`config.mk`:
```
export PLATFORM = sky130hd
export DESIGN_NAME = rvfi_issue_buffer
export DESIGN_NICKNAME = d
export VERILOG_FILES = /design/src/hdl/rvfi_pkg.sv /design/src/hdl/rvfi_issue_buffer.sv
export VERILOG_INCLUDE_DIRS = /design/src /design/src/hdl
export SDC_FILE = /design/constraint.sdc
export NUM_CORES = 1
export LEC_CHECK = 0
export BUFFER_PORTS_ARGS = -buffer_cell sky130_fd_sc_hd__buf_2
export CORE_ASPECT_RATIO = 0.75
export CORE_UTILIZATION = 55
export DETAILED_ROUTE_END_ITERATION = 7
export GPL_TIMING_DRIVEN = 0
export HOLD_SLACK_MARGIN = 0.02
export PLACE_DENSITY = 0.9
export SLEW_MARGIN = 20
export SYNTH_ARGS = -nofsm -noshare
export SYNTH_HDL_FRONTEND = slang
export SYNTH_SLANG_ARGS = --single-unit
```
`constraint.sdc`:
```
create_clock -name clk_i -period 3.91 [get_ports clk_i]
set_clock_uncertainty 0.05 [all_clocks]
set_input_delay 0.782 -clock clk_i [delete_from_list [all_inputs] [get_ports clk_i]]
set_output_delay 0.782 -clock clk_i [all_outputs]
set_load 0.05 [all_outputs]
```
`src/hdl/rvfi_settings.svh`:
```
// --------------------
// Widths, sizes and instruction encodings for the RVFI commit tracer
// Included by the package and by every module that sizes a port or array
// --------------------
`ifndef RVFI_SETTINGS_SVH
`define RVFI_SETTINGS_SVH

`define RVFI_XLEN           64
`define RVFI_NR_SB_ENTRIES  8
`define RVFI_TRANS_ID_BITS  3
`define RVFI_FETCH_WIDTH    2
`define RVFI_BE_WIDTH       8

// System return instructions, full 32-bit words
`define RVFI_INSN_MRET      32'h3020_0073
`define RVFI_INSN_SRET      32'h1020_0073

`define RVFI_OPC_AMO        7'h2f
`define RVFI_FUNCT5_LR      5'h02
`define RVFI_FUNCT5_SC      5'h03

`define RVFI_CAUSE_ECALL_U  8
`define RVFI_CAUSE_ECALL_S  9
`define RVFI_CAUSE_ECALL_M  11
`define RVFI_MODE_DEBUG     2'b10  // Reported mode while in debug

`endif

```
`src/hdl/rvfi_pkg.sv`:
```
// --------------------
// Shared types of the commit tracer
// Pipeline event records in, one RVFI record out
// --------------------
`include "rvfi_settings.svh"

package rvfi_pkg;

  // Field view of an A-extension instruction
  typedef struct packed {
    logic [4:0] funct5;
    logic       aq;
    logic       rl;
    logic [4:0] rs2;
    logic [4:0] rs1;
    logic [2:0] funct3;
    logic [4:0] rd;
    logic [6:0] opcode;
  } amo_fields_t;

  // Same word, read raw for mret/sret or by fields for lr/sc
  typedef union packed {
    logic [31:0] raw;
    amo_fields_t amo;
  } insn_t;

  typedef struct packed {
    logic  [`RVFI_FETCH_WIDTH-1:0] valid;
    logic  [`RVFI_FETCH_WIDTH-1:0] compressed;
    insn_t [`RVFI_FETCH_WIDTH-1:0] insn;
  } fetch_t;

  typedef struct packed {
    logic                          valid;           // Decoded instruction issued
    logic                          flush_unissued;
    logic [`RVFI_TRANS_ID_BITS-1:0] pointer;
    logic [`RVFI_XLEN-1:0]         rs1_fwd;
    logic [`RVFI_XLEN-1:0]         rs2_fwd;
  } issue_t;

  typedef struct packed {
    logic                          is_load;
    logic                          is_store;
    logic [`RVFI_BE_WIDTH-1:0]     be;
    logic [`RVFI_XLEN-1:0]         vaddr;
    logic [`RVFI_TRANS_ID_BITS-1:0] trans_id;
    logic [`RVFI_XLEN-1:0]         wdata;
  } lsu_t;

  // One side-memory entry per scoreboard slot
  typedef struct packed {
    insn_t                     insn;
    logic [`RVFI_XLEN-1:0]     rs1_rdata;
    logic [`RVFI_XLEN-1:0]     rs2_rdata;
    logic [`RVFI_XLEN-1:0]     lsu_addr;
    logic [`RVFI_BE_WIDTH-1:0] rmask;
    logic [`RVFI_BE_WIDTH-1:0] wmask;
    logic [`RVFI_XLEN-1:0]     wdata;
  } sb_entry_t;

  typedef struct packed {
    logic                          ack;
    logic [`RVFI_TRANS_ID_BITS-1:0] pointer;
    logic [`RVFI_XLEN-1:0]         pc;
    logic [`RVFI_XLEN-1:0]         next_pc;
    logic                          is_ctrl_flow;
    logic [4:0]                    rs1_addr;
    logic [4:0]                    rs2_addr;
    logic [4:0]                    rd_addr;
    logic [`RVFI_XLEN-1:0]         result;
    logic                          ex_valid;
    logic [`RVFI_XLEN-1:0]         ex_cause;
  } commit_t;

  typedef struct packed {
    logic [1:0]            priv_lvl;
    logic                  debug_mode;
    logic [`RVFI_XLEN-1:0] mtvec;
    logic [`RVFI_XLEN-1:0] mepc;
    logic [`RVFI_XLEN-1:0] sepc;
  } hart_state_t;

  typedef struct packed {
    logic                      valid;
    logic [31:0]               insn;
    logic                      trap;
    logic [`RVFI_XLEN-1:0]     cause;
    logic [1:0]                mode;
    logic [4:0]                rs1_addr;
    logic [4:0]                rs2_addr;
    logic [`RVFI_XLEN-1:0]     rs1_rdata;
    logic [`RVFI_XLEN-1:0]     rs2_rdata;
    logic [4:0]                rd_addr;
    logic [`RVFI_XLEN-1:0]     rd_wdata;
    logic [`RVFI_XLEN-1:0]     pc_rdata;
    logic [`RVFI_XLEN-1:0]     pc_wdata;
    logic [`RVFI_XLEN-1:0]     mem_addr;
    logic [`RVFI_BE_WIDTH-1:0] mem_rmask;
    logic [`RVFI_BE_WIDTH-1:0] mem_wmask;
    logic [`RVFI_XLEN-1:0]     mem_rdata;
    logic [`RVFI_XLEN-1:0]     mem_wdata;
  } rvfi_trace_t;

endpackage

```
`src/hdl/rvfi_issue_buffer.sv`:
```
// --------------------
// Two-entry queue between the fetch window and issue
// Head entry is the instruction the core issues next
// --------------------
`include "rvfi_settings.svh"

module rvfi_issue_buffer
  import rvfi_pkg::*;
(
  input  logic   clk_i,
  input  logic   rst_ni,
  input  fetch_t fetch_i,
  input  logic   issue_ack_i,
  input  logic   flush_i,
  output insn_t  head_insn_o
);

  localparam int unsigned tail_idx = `RVFI_FETCH_WIDTH - 1;

  typedef struct packed {
    logic  valid;
    insn_t insn;
  } slot_t;

  insn_t [`RVFI_FETCH_WIDTH-1:0] trunc;
  slot_t [`RVFI_FETCH_WIDTH-1:0] buf_d, buf_q;
  logic                          took0;

  // Compressed words keep only their low half
  for (genvar i = 0; i < `RVFI_FETCH_WIDTH; i++) begin : gen_trunc
    assign trunc[i].raw = fetch_i.compressed[i] ? {16'h0, fetch_i.insn[i].raw[15:0]}
                                                : fetch_i.insn[i].raw;
  end

  always_comb begin
    buf_d = buf_q;
    took0 = 1'b0;

    if (issue_ack_i) buf_d[0].valid = 1'b0;  // Head consumed by issue

    if (!buf_d[tail_idx].valid) begin
      buf_d[tail_idx].valid = fetch_i.valid[0];
      buf_d[tail_idx].insn  = trunc[0];
      took0 = 1'b1;
    end

    // Advance tail into an empty head
    if (!buf_d[0].valid) begin
      buf_d[0] = buf_d[tail_idx];
      buf_d[tail_idx].valid = 1'b0;
    end

    // Refill tail, slot 1 only after slot 0 is in
    if (!buf_d[tail_idx].valid) begin
      if (took0) begin
        buf_d[tail_idx].valid = fetch_i.valid[tail_idx];
        buf_d[tail_idx].insn  = trunc[tail_idx];
      end else begin
        buf_d[tail_idx].valid = fetch_i.valid[0];
        buf_d[tail_idx].insn  = trunc[0];
      end
    end

    if (flush_i) begin
      for (int unsigned i = 0; i < `RVFI_FETCH_WIDTH; i++) begin
        buf_d[i].valid = 1'b0;
      end
    end
  end

  always_ff @(posedge clk_i or negedge rst_ni) begin
    if (!rst_ni) begin
      buf_q <= '0;
    end else begin
      buf_q <= buf_d;
    end
  end

  assign head_insn_o = buf_q[0].insn;

endmodule

```
==> qor.yml, run 1 <==
cts_root_buffer: "clkbuf_8"
drt-total-wl_um: 9440
avgSynthCellArea_um2: 10.0
cp_slowest_cell: "dfrtp_1"
htreeDepth: 3
post_cts_resized: 0
cpLargestDelayFamily: "flip-flops"
yosysSeqAreaShare: 0.442
report.final.setup_viol: 0
slew_headroom: 0.646
postSynth.asyncResetShare: 1.00
finalSetupTns_ps: 0
post_cts_buffers: 0
path_cells: "buf_4, buf_2"
fp.dieW_um: 97.2
drtPass1Iterations: 5
p_per_area_nw_per_um2: 405
max_stage_delay_ps: 400
cp_max_fo: 2
pin_count: 104
grt.met2_usage: 0.466
cts_buffer_depth: 2
syn_area_um2: 3740
cts_num_sinks: 66
slew_viol_final: 0
drive_gt1_frac: 0.348
synth_fp_nets: 446
fmax_mhz: 523
use_met1: 0.359
syn_inst: 374
min_period_over_period: 0.489
ctsHoldBuffers: 0
grt_pass1_wl_um: 15400
port_buffers: 103
fin_area_um2: 4550
synth_cell_types: 20
p_leak_nw: 2.45
drv_cap: 0
ys.flop_type: "dfrtp_1"
syn_to_final_growth_pct: 21.7
worstMarginPinSlew_ps: 531
synth-warning-count: 0
hpwl_um: 6770
antenna_cells: 0
use_met3: 0.0951
coreArea_um2: 6440
busiest_layer: "met2"
path_clk_slew_ps: 70
ys_ff_latch: 66
grt_start_max_net_pins: 58
grt_setup_unrepaired: "no"
wl_per_cell_um: 16.4
rows: 25
via_per_inst: 5.74
grt_pass1_vias: 3288
cts_tree: "yes"
antenna_found_initial: 0
endpoint_kind: "primary output"
finalWeightedCongestion: 0.846
insertion_delay_ps: 360
synth_edf_count: 0
die_h_um: 73.4
path_class: "register to primary output"
die_area_um2: 7130
critPathBufInv: 2
drc: 0
required_ps: 3080
arrival_ps: 1080
fill_cells: 478
nets: 561
final_antenna_net_count: 0
dr_total_vias: 3299
place_area_um2: 4390
hold_path.class: "input port to asynchronous set/reset pin"
start_kind: "register"
initial_core_util: 0.580
globalRouteOverflowTotal: 0
drt_iter0_markers: 223
finalHoldViolations: 0
fin_crit_ps: 1910
numCtsBuffers: 9
ir_worst_vdd_uv: 268
status: "complete, no violations"
grtUsageTotal: 0.283
## sequential cells by signal, summed over array words and instances, names as in the netlist
name	count
buf_q	34
head_insn_o	32
## worst paths after layout
check                           cells after the start             from  slack (ps)              end
worst max-delay path                                2  head_insn_o[15]        2000  head_insn_o[15]
worst min-delay path                                1           rst_ni         210  head_insn_o[17]
worst max register to register                      4        buf_q[65]        2230        buf_q[61]
worst min register to register                      2   head_insn_o[9]         430   head_insn_o[9]
max in group asynchronous                           2           rst_ni        3090   head_insn_o[0]
min in group clk_i                                  2   head_insn_o[9]         430   head_insn_o[9]
## cells by family after synthesis
logic type             share of synthesized area
DFF                                        0.442
and+or+nand+nor                            0.135
buffers and inverters                      0.113
AOI/OAI and AO/OA                          0.134
muxes                                      0.177
## power breakdown
| group | switching (W) | leakage [nW] | internal, W |
|---|---|---|---|
| Combinational | 0.000334 | 1.55 | 0.000202 |
| Clock | 0.000259 | 0.0872 | 0.000245 |
| Sequential | 0.0000434 | 0.816 | 0.000762 |
| Total | 0.000636 | 2.45 | 0.00121 |
## Yosys cell counts, types with 5 or more instances
cell type | number | share of area
dfrtp_1 | 66 | 0.44
mux2i_1 | 66 | 0.18
buf_4 | 37 | 0.074
nand2b_1 | 32 | 0.054
nand2_1 | 31 | 0.031
o21ai_0 | 31 | 0.041
a21oi_1 | 19 | 0.025
nor2_1 | 19 | 0.019
a31oi_1 | 15 | 0.025
and3_1 | 15 | 0.025
o311ai_1 | 10 | 0.023
buf_2 | 9 | 0.012
clkbuf_1 | 8 | 0.0080
buf_6 | 6 | 0.018
o311ai_0 | 5 | 0.012
## routing by layer
| layer | part of all wire | routed length (um) |
|---|---|---|
| met5 | 0 | 0 |
| met4 | 0.014 | 131 |
| met3 | 0.084 | 792 |
| met2 | 0.48 | 4520 |
| met1 | 0.42 | 3990 |
## cells in the final DEF (no fill, tap or decap), drive strengths merged
master  count
buf       156
mux2i      66
dfrtp      66
nand2b     32
o21ai      32
nand2      31
clkbuf     21
nor2       19
a21oi      19
and3       15
a31oi      15
o311ai     15
clkinv      3
inv         1
nand3b      1
o21a        1
nor2b       1
## layout make-up
type                    count  area (um^2)  area share
clock inverters             3         15.0     0.00330
inverters                   1         3.75    0.000825
repair buffers            104          546       0.120
multi-input cells         247         1660       0.366
flip-flops and latches     66         1650       0.363
clock buffers              13          149      0.0327
well taps                  81          101      0.0223
plain buffers              60          420      0.0924
## stage by stage
stage / setup slack (ps) / std cells / hold slack, ps / power [W] / utilization
after CTS: 1990 / 575 / 205 / 0.00185 / 0.706
after floorplan: 2170 / 374 / 401 / 0.00120 / -
after global placement: 1710 / 558 / 413 / 0.00133 / 0.676
after detailed placement: 1850 / 559 / 423 / 0.00135 / 0.681
final: 2000 / 575 / 207 / 0.00184 / 0.706
after global routing: 1940 / 575 / 190 / 0.00193 / 0.706
Note: power is estimated with default switching activity, not from simulation.
==> run 2, diff against run 1 <==
--- a/config.mk
+++ b/config.mk
@@ -8,11 +8,11 @@
 export LEC_CHECK = 0
 export BUFFER_PORTS_ARGS = -buffer_cell sky130_fd_sc_hd__buf_2
 export CORE_ASPECT_RATIO = 0.75
-export CORE_UTILIZATION = 55
+export CORE_UTILIZATION = 48
 export DETAILED_ROUTE_END_ITERATION = 7
 export GPL_TIMING_DRIVEN = 0
 export HOLD_SLACK_MARGIN = 0.02
-export PLACE_DENSITY = 0.9
+export PLACE_DENSITY = 0.84
 export SLEW_MARGIN = 20
 export SYNTH_ARGS = -nofsm -noshare
 export SYNTH_HDL_FRONTEND = slang
==> constraint.sdc (replaced) <==
create_clock -name clk_i -period 1.7 [get_ports clk_i]
set_clock_uncertainty 0.05 [all_clocks]
set_input_delay 0.34 -clock clk_i [delete_from_list [all_inputs] [get_ports clk_i]]
set_output_delay 0.34 -clock clk_i [all_outputs]
set_load 0.05 [all_outputs]
==> run 2 against run 1 <==
Compared with the run above: routed wire length up 0.52%; utilization down 8.7 points; design area up 1.2%; die area up 14%; register-to-register slack worse by 2100 ps; critical endpoint is now buf_q[61].
==> qor.yml, run 2 (synthesis results as in run 1) <==
status: "complete, no violations"
slew_headroom: 0.639  # -0.00682
finalHoldViolations: 0  # unchanged
switching_share: 0.339  # -0.00535
die_h_um: 78.4  # +6.9%
finalWeightedCongestion: 0.819  # -3.2%
critPathBufInv: 1  # -1
p_per_area_nw_per_um2: 925  # +130%
final_antenna_net_count: 0  # unchanged
finish.utilization: 0.619  # -0.0868
cts_tree: "yes"
ir_worst_vdd_uv: 520  # +94%
path_class: "register to register"
max_stage_delay_ps: 480  # +80 ps
antenna_found_initial: 0  # unchanged
drt-total-wl_um: 9490  # +0.52%
arrival_ps: 1750  # +670 ps
seqPwrFrac: 0.435  # -0.002
cp_max_fo: 10  # +8
cts_root_buffer: "clkbuf_8"
r2r-end: "buf_q[61]"
fmax_mhz: 635
fp.dieW_um: 104  # +6.9%
nets: 563  # +0.36%
via_per_inst: 5.41  # -5.6%
holdPathEnd: "buf_q[32]"
drive_gt1_frac: 0.356  # +0.00738
rows: 27  # +8.0%
p_int_w: 0.00281  # +130%
syn_to_final_growth_pct: 23.1
numCtsBuffers: 9  # unchanged
dr_total_vias: 3227  # -2.2%
min_period_over_period: 0.927
grtUsageTotal: 0.248  # -0.0349
reg2reg_slack_ps: 120  # -2110 ps
layout_common_cells: "buf_2, mux2i_1, dfrtp_1"
path_clk_slew_ps: 70  # about the same
finalNonFillerCells: 596  # +3.7%
cts_num_sinks: 66  # unchanged
setup_ws_ps: 125  # -1870 ps
coreArea_um2: 7430  # +15%
globalRouteOverflowTotal: 0  # unchanged
pre_cts_ws_ps: 62.3  # -1780 ps
path_cells: "nor2_1, buf_2, a31oi_1, o311ai_0"
holdWs_ps: 110  # -96.6 ps
cp_slowest_cell: "dfrtp_1"
htreeDepth: 3  # unchanged
drtPass1Iterations: 5  # unchanged
cpLargestDelayFamily: "flip-flops"
insertion_delay_ps: 340  # -20 ps
required_ps: 1870  # -1210 ps
hold_path.class: "input port to register"
rr_startpoint: "buf_q[65]"
clkPwrFrac: 0.276  # +0.003
wl_per_cell_um: 15.9  # -3.0%
drc: 0  # unchanged
slew_viol_final: 0  # unchanged
antenna_cells: 0  # unchanged
grt_setup_unrepaired: "no"
grt_start_max_net_pins: 57  # -1.7%
worstMarginPinSlew_ps: 541  # +10.2 ps
report.final.setup_viol: 0  # unchanged
initial_core_util: 0.503  # -0.0772
drt_iter0_markers: 199  # -11%
largest_register_ffs: 34  # unchanged
worstHoldPathCells: 2
die_area_um2: 8150  # +14%
fin_crit_ps: 1580
port_buffers: 103  # unchanged
cts_buffer_depth: 2  # unchanged
finalPower_w: 0.00426  # +130%
p_sw_w: 0.00145  # +130%
endpoint_kind: "register"
p_leak_nw: 2.46  # +0.65%
placedCellCount: 579  # +3.6%
hpwl_um: 6910  # +2.0%
final_common_cell: "buf_2"
pin_count: 104  # unchanged
drv_cap: 0  # unchanged
grt_pass1_wl_um: 15600  # +1.1%
grt_pass1_vias: 3188  # -3.0%
p_comb_frac: 0.289  # about the same
start_kind: "register"
r2r_cells: 4  # unchanged
top_register: "buf_q"
hp-start: "flush_i"
[run 2: power by group through the flow]
stage	Sequential, W	Combinational (W)	Clock, W
after floorplan	0.00185	0.000900	0
after global placement	0.00187	0.00120	0
after detailed placement	0.00188	0.00123	0
after CTS	0.00185	0.00124	0.00119
after global routing	0.00187	0.00132	0.00127
final	0.00185	0.00123	0.00118
[run 2: area by class of cell]
class                      count  area (um^2)
clock inverter                 3         15.0
fill                         660         2830
clock buffer                  12          155
inverter                       1         3.75
sequential                    66         1650
multi-input combinational    248         1670
buffer                        60          423
timing repair buffer         105          556
tap                          101          126
[run 2: worst max path at each step]
stage                         start         endpoint  slack (ps)  cells after the start
after floorplan           buf_q[32]        buf_q[61]         340                      6
after global placement       rst_ni  head_insn_o[28]         -40                      1
after detailed placement  buf_q[65]        buf_q[62]          60                      4
after CTS                 buf_q[65]        buf_q[61]          10                      4
after global routing      buf_q[65]        buf_q[61]          20                      4
final                     buf_q[65]        buf_q[61]         120                      4
[run 2: layer usage]
layer,share of wire,global-route usage,up-vias
met5,0,0,-
met4,0.022,0.107,0
met1,0.44,0.316,1537
li1,-,-,1524
met2,0.46,0.396,147
met3,0.080,0.0706,19
[run 2: worst reg2reg max path: cells and delay by family (launching register included)]
kind                   cells  cell delay (ps)
buffers and inverters      1              320
AND/OR/NAND/NOR            1              390
flip-flops                 1              480
AO/OA/AOI/OAI              2              220
[run 2: what timing repair did]
| item | in CTS | in global routing |
|---|---|---|
| setup endpoints to repair | 0 | 11 |
| buffers inserted | 0 | 0 |
| gates resized for setup | 0 | 4 |
| hold endpoints to repair | 10 | 0 |
| hold buffers | 1 | 0 |
[run 2: metrics by stage]
stage	TNS (ps)	instance area [um^2]
global route	0	4600
floorplan	0	3740
global placement	-2450	4380
finish	0	4600
detailed placement	0	4410
CTS	0	4590
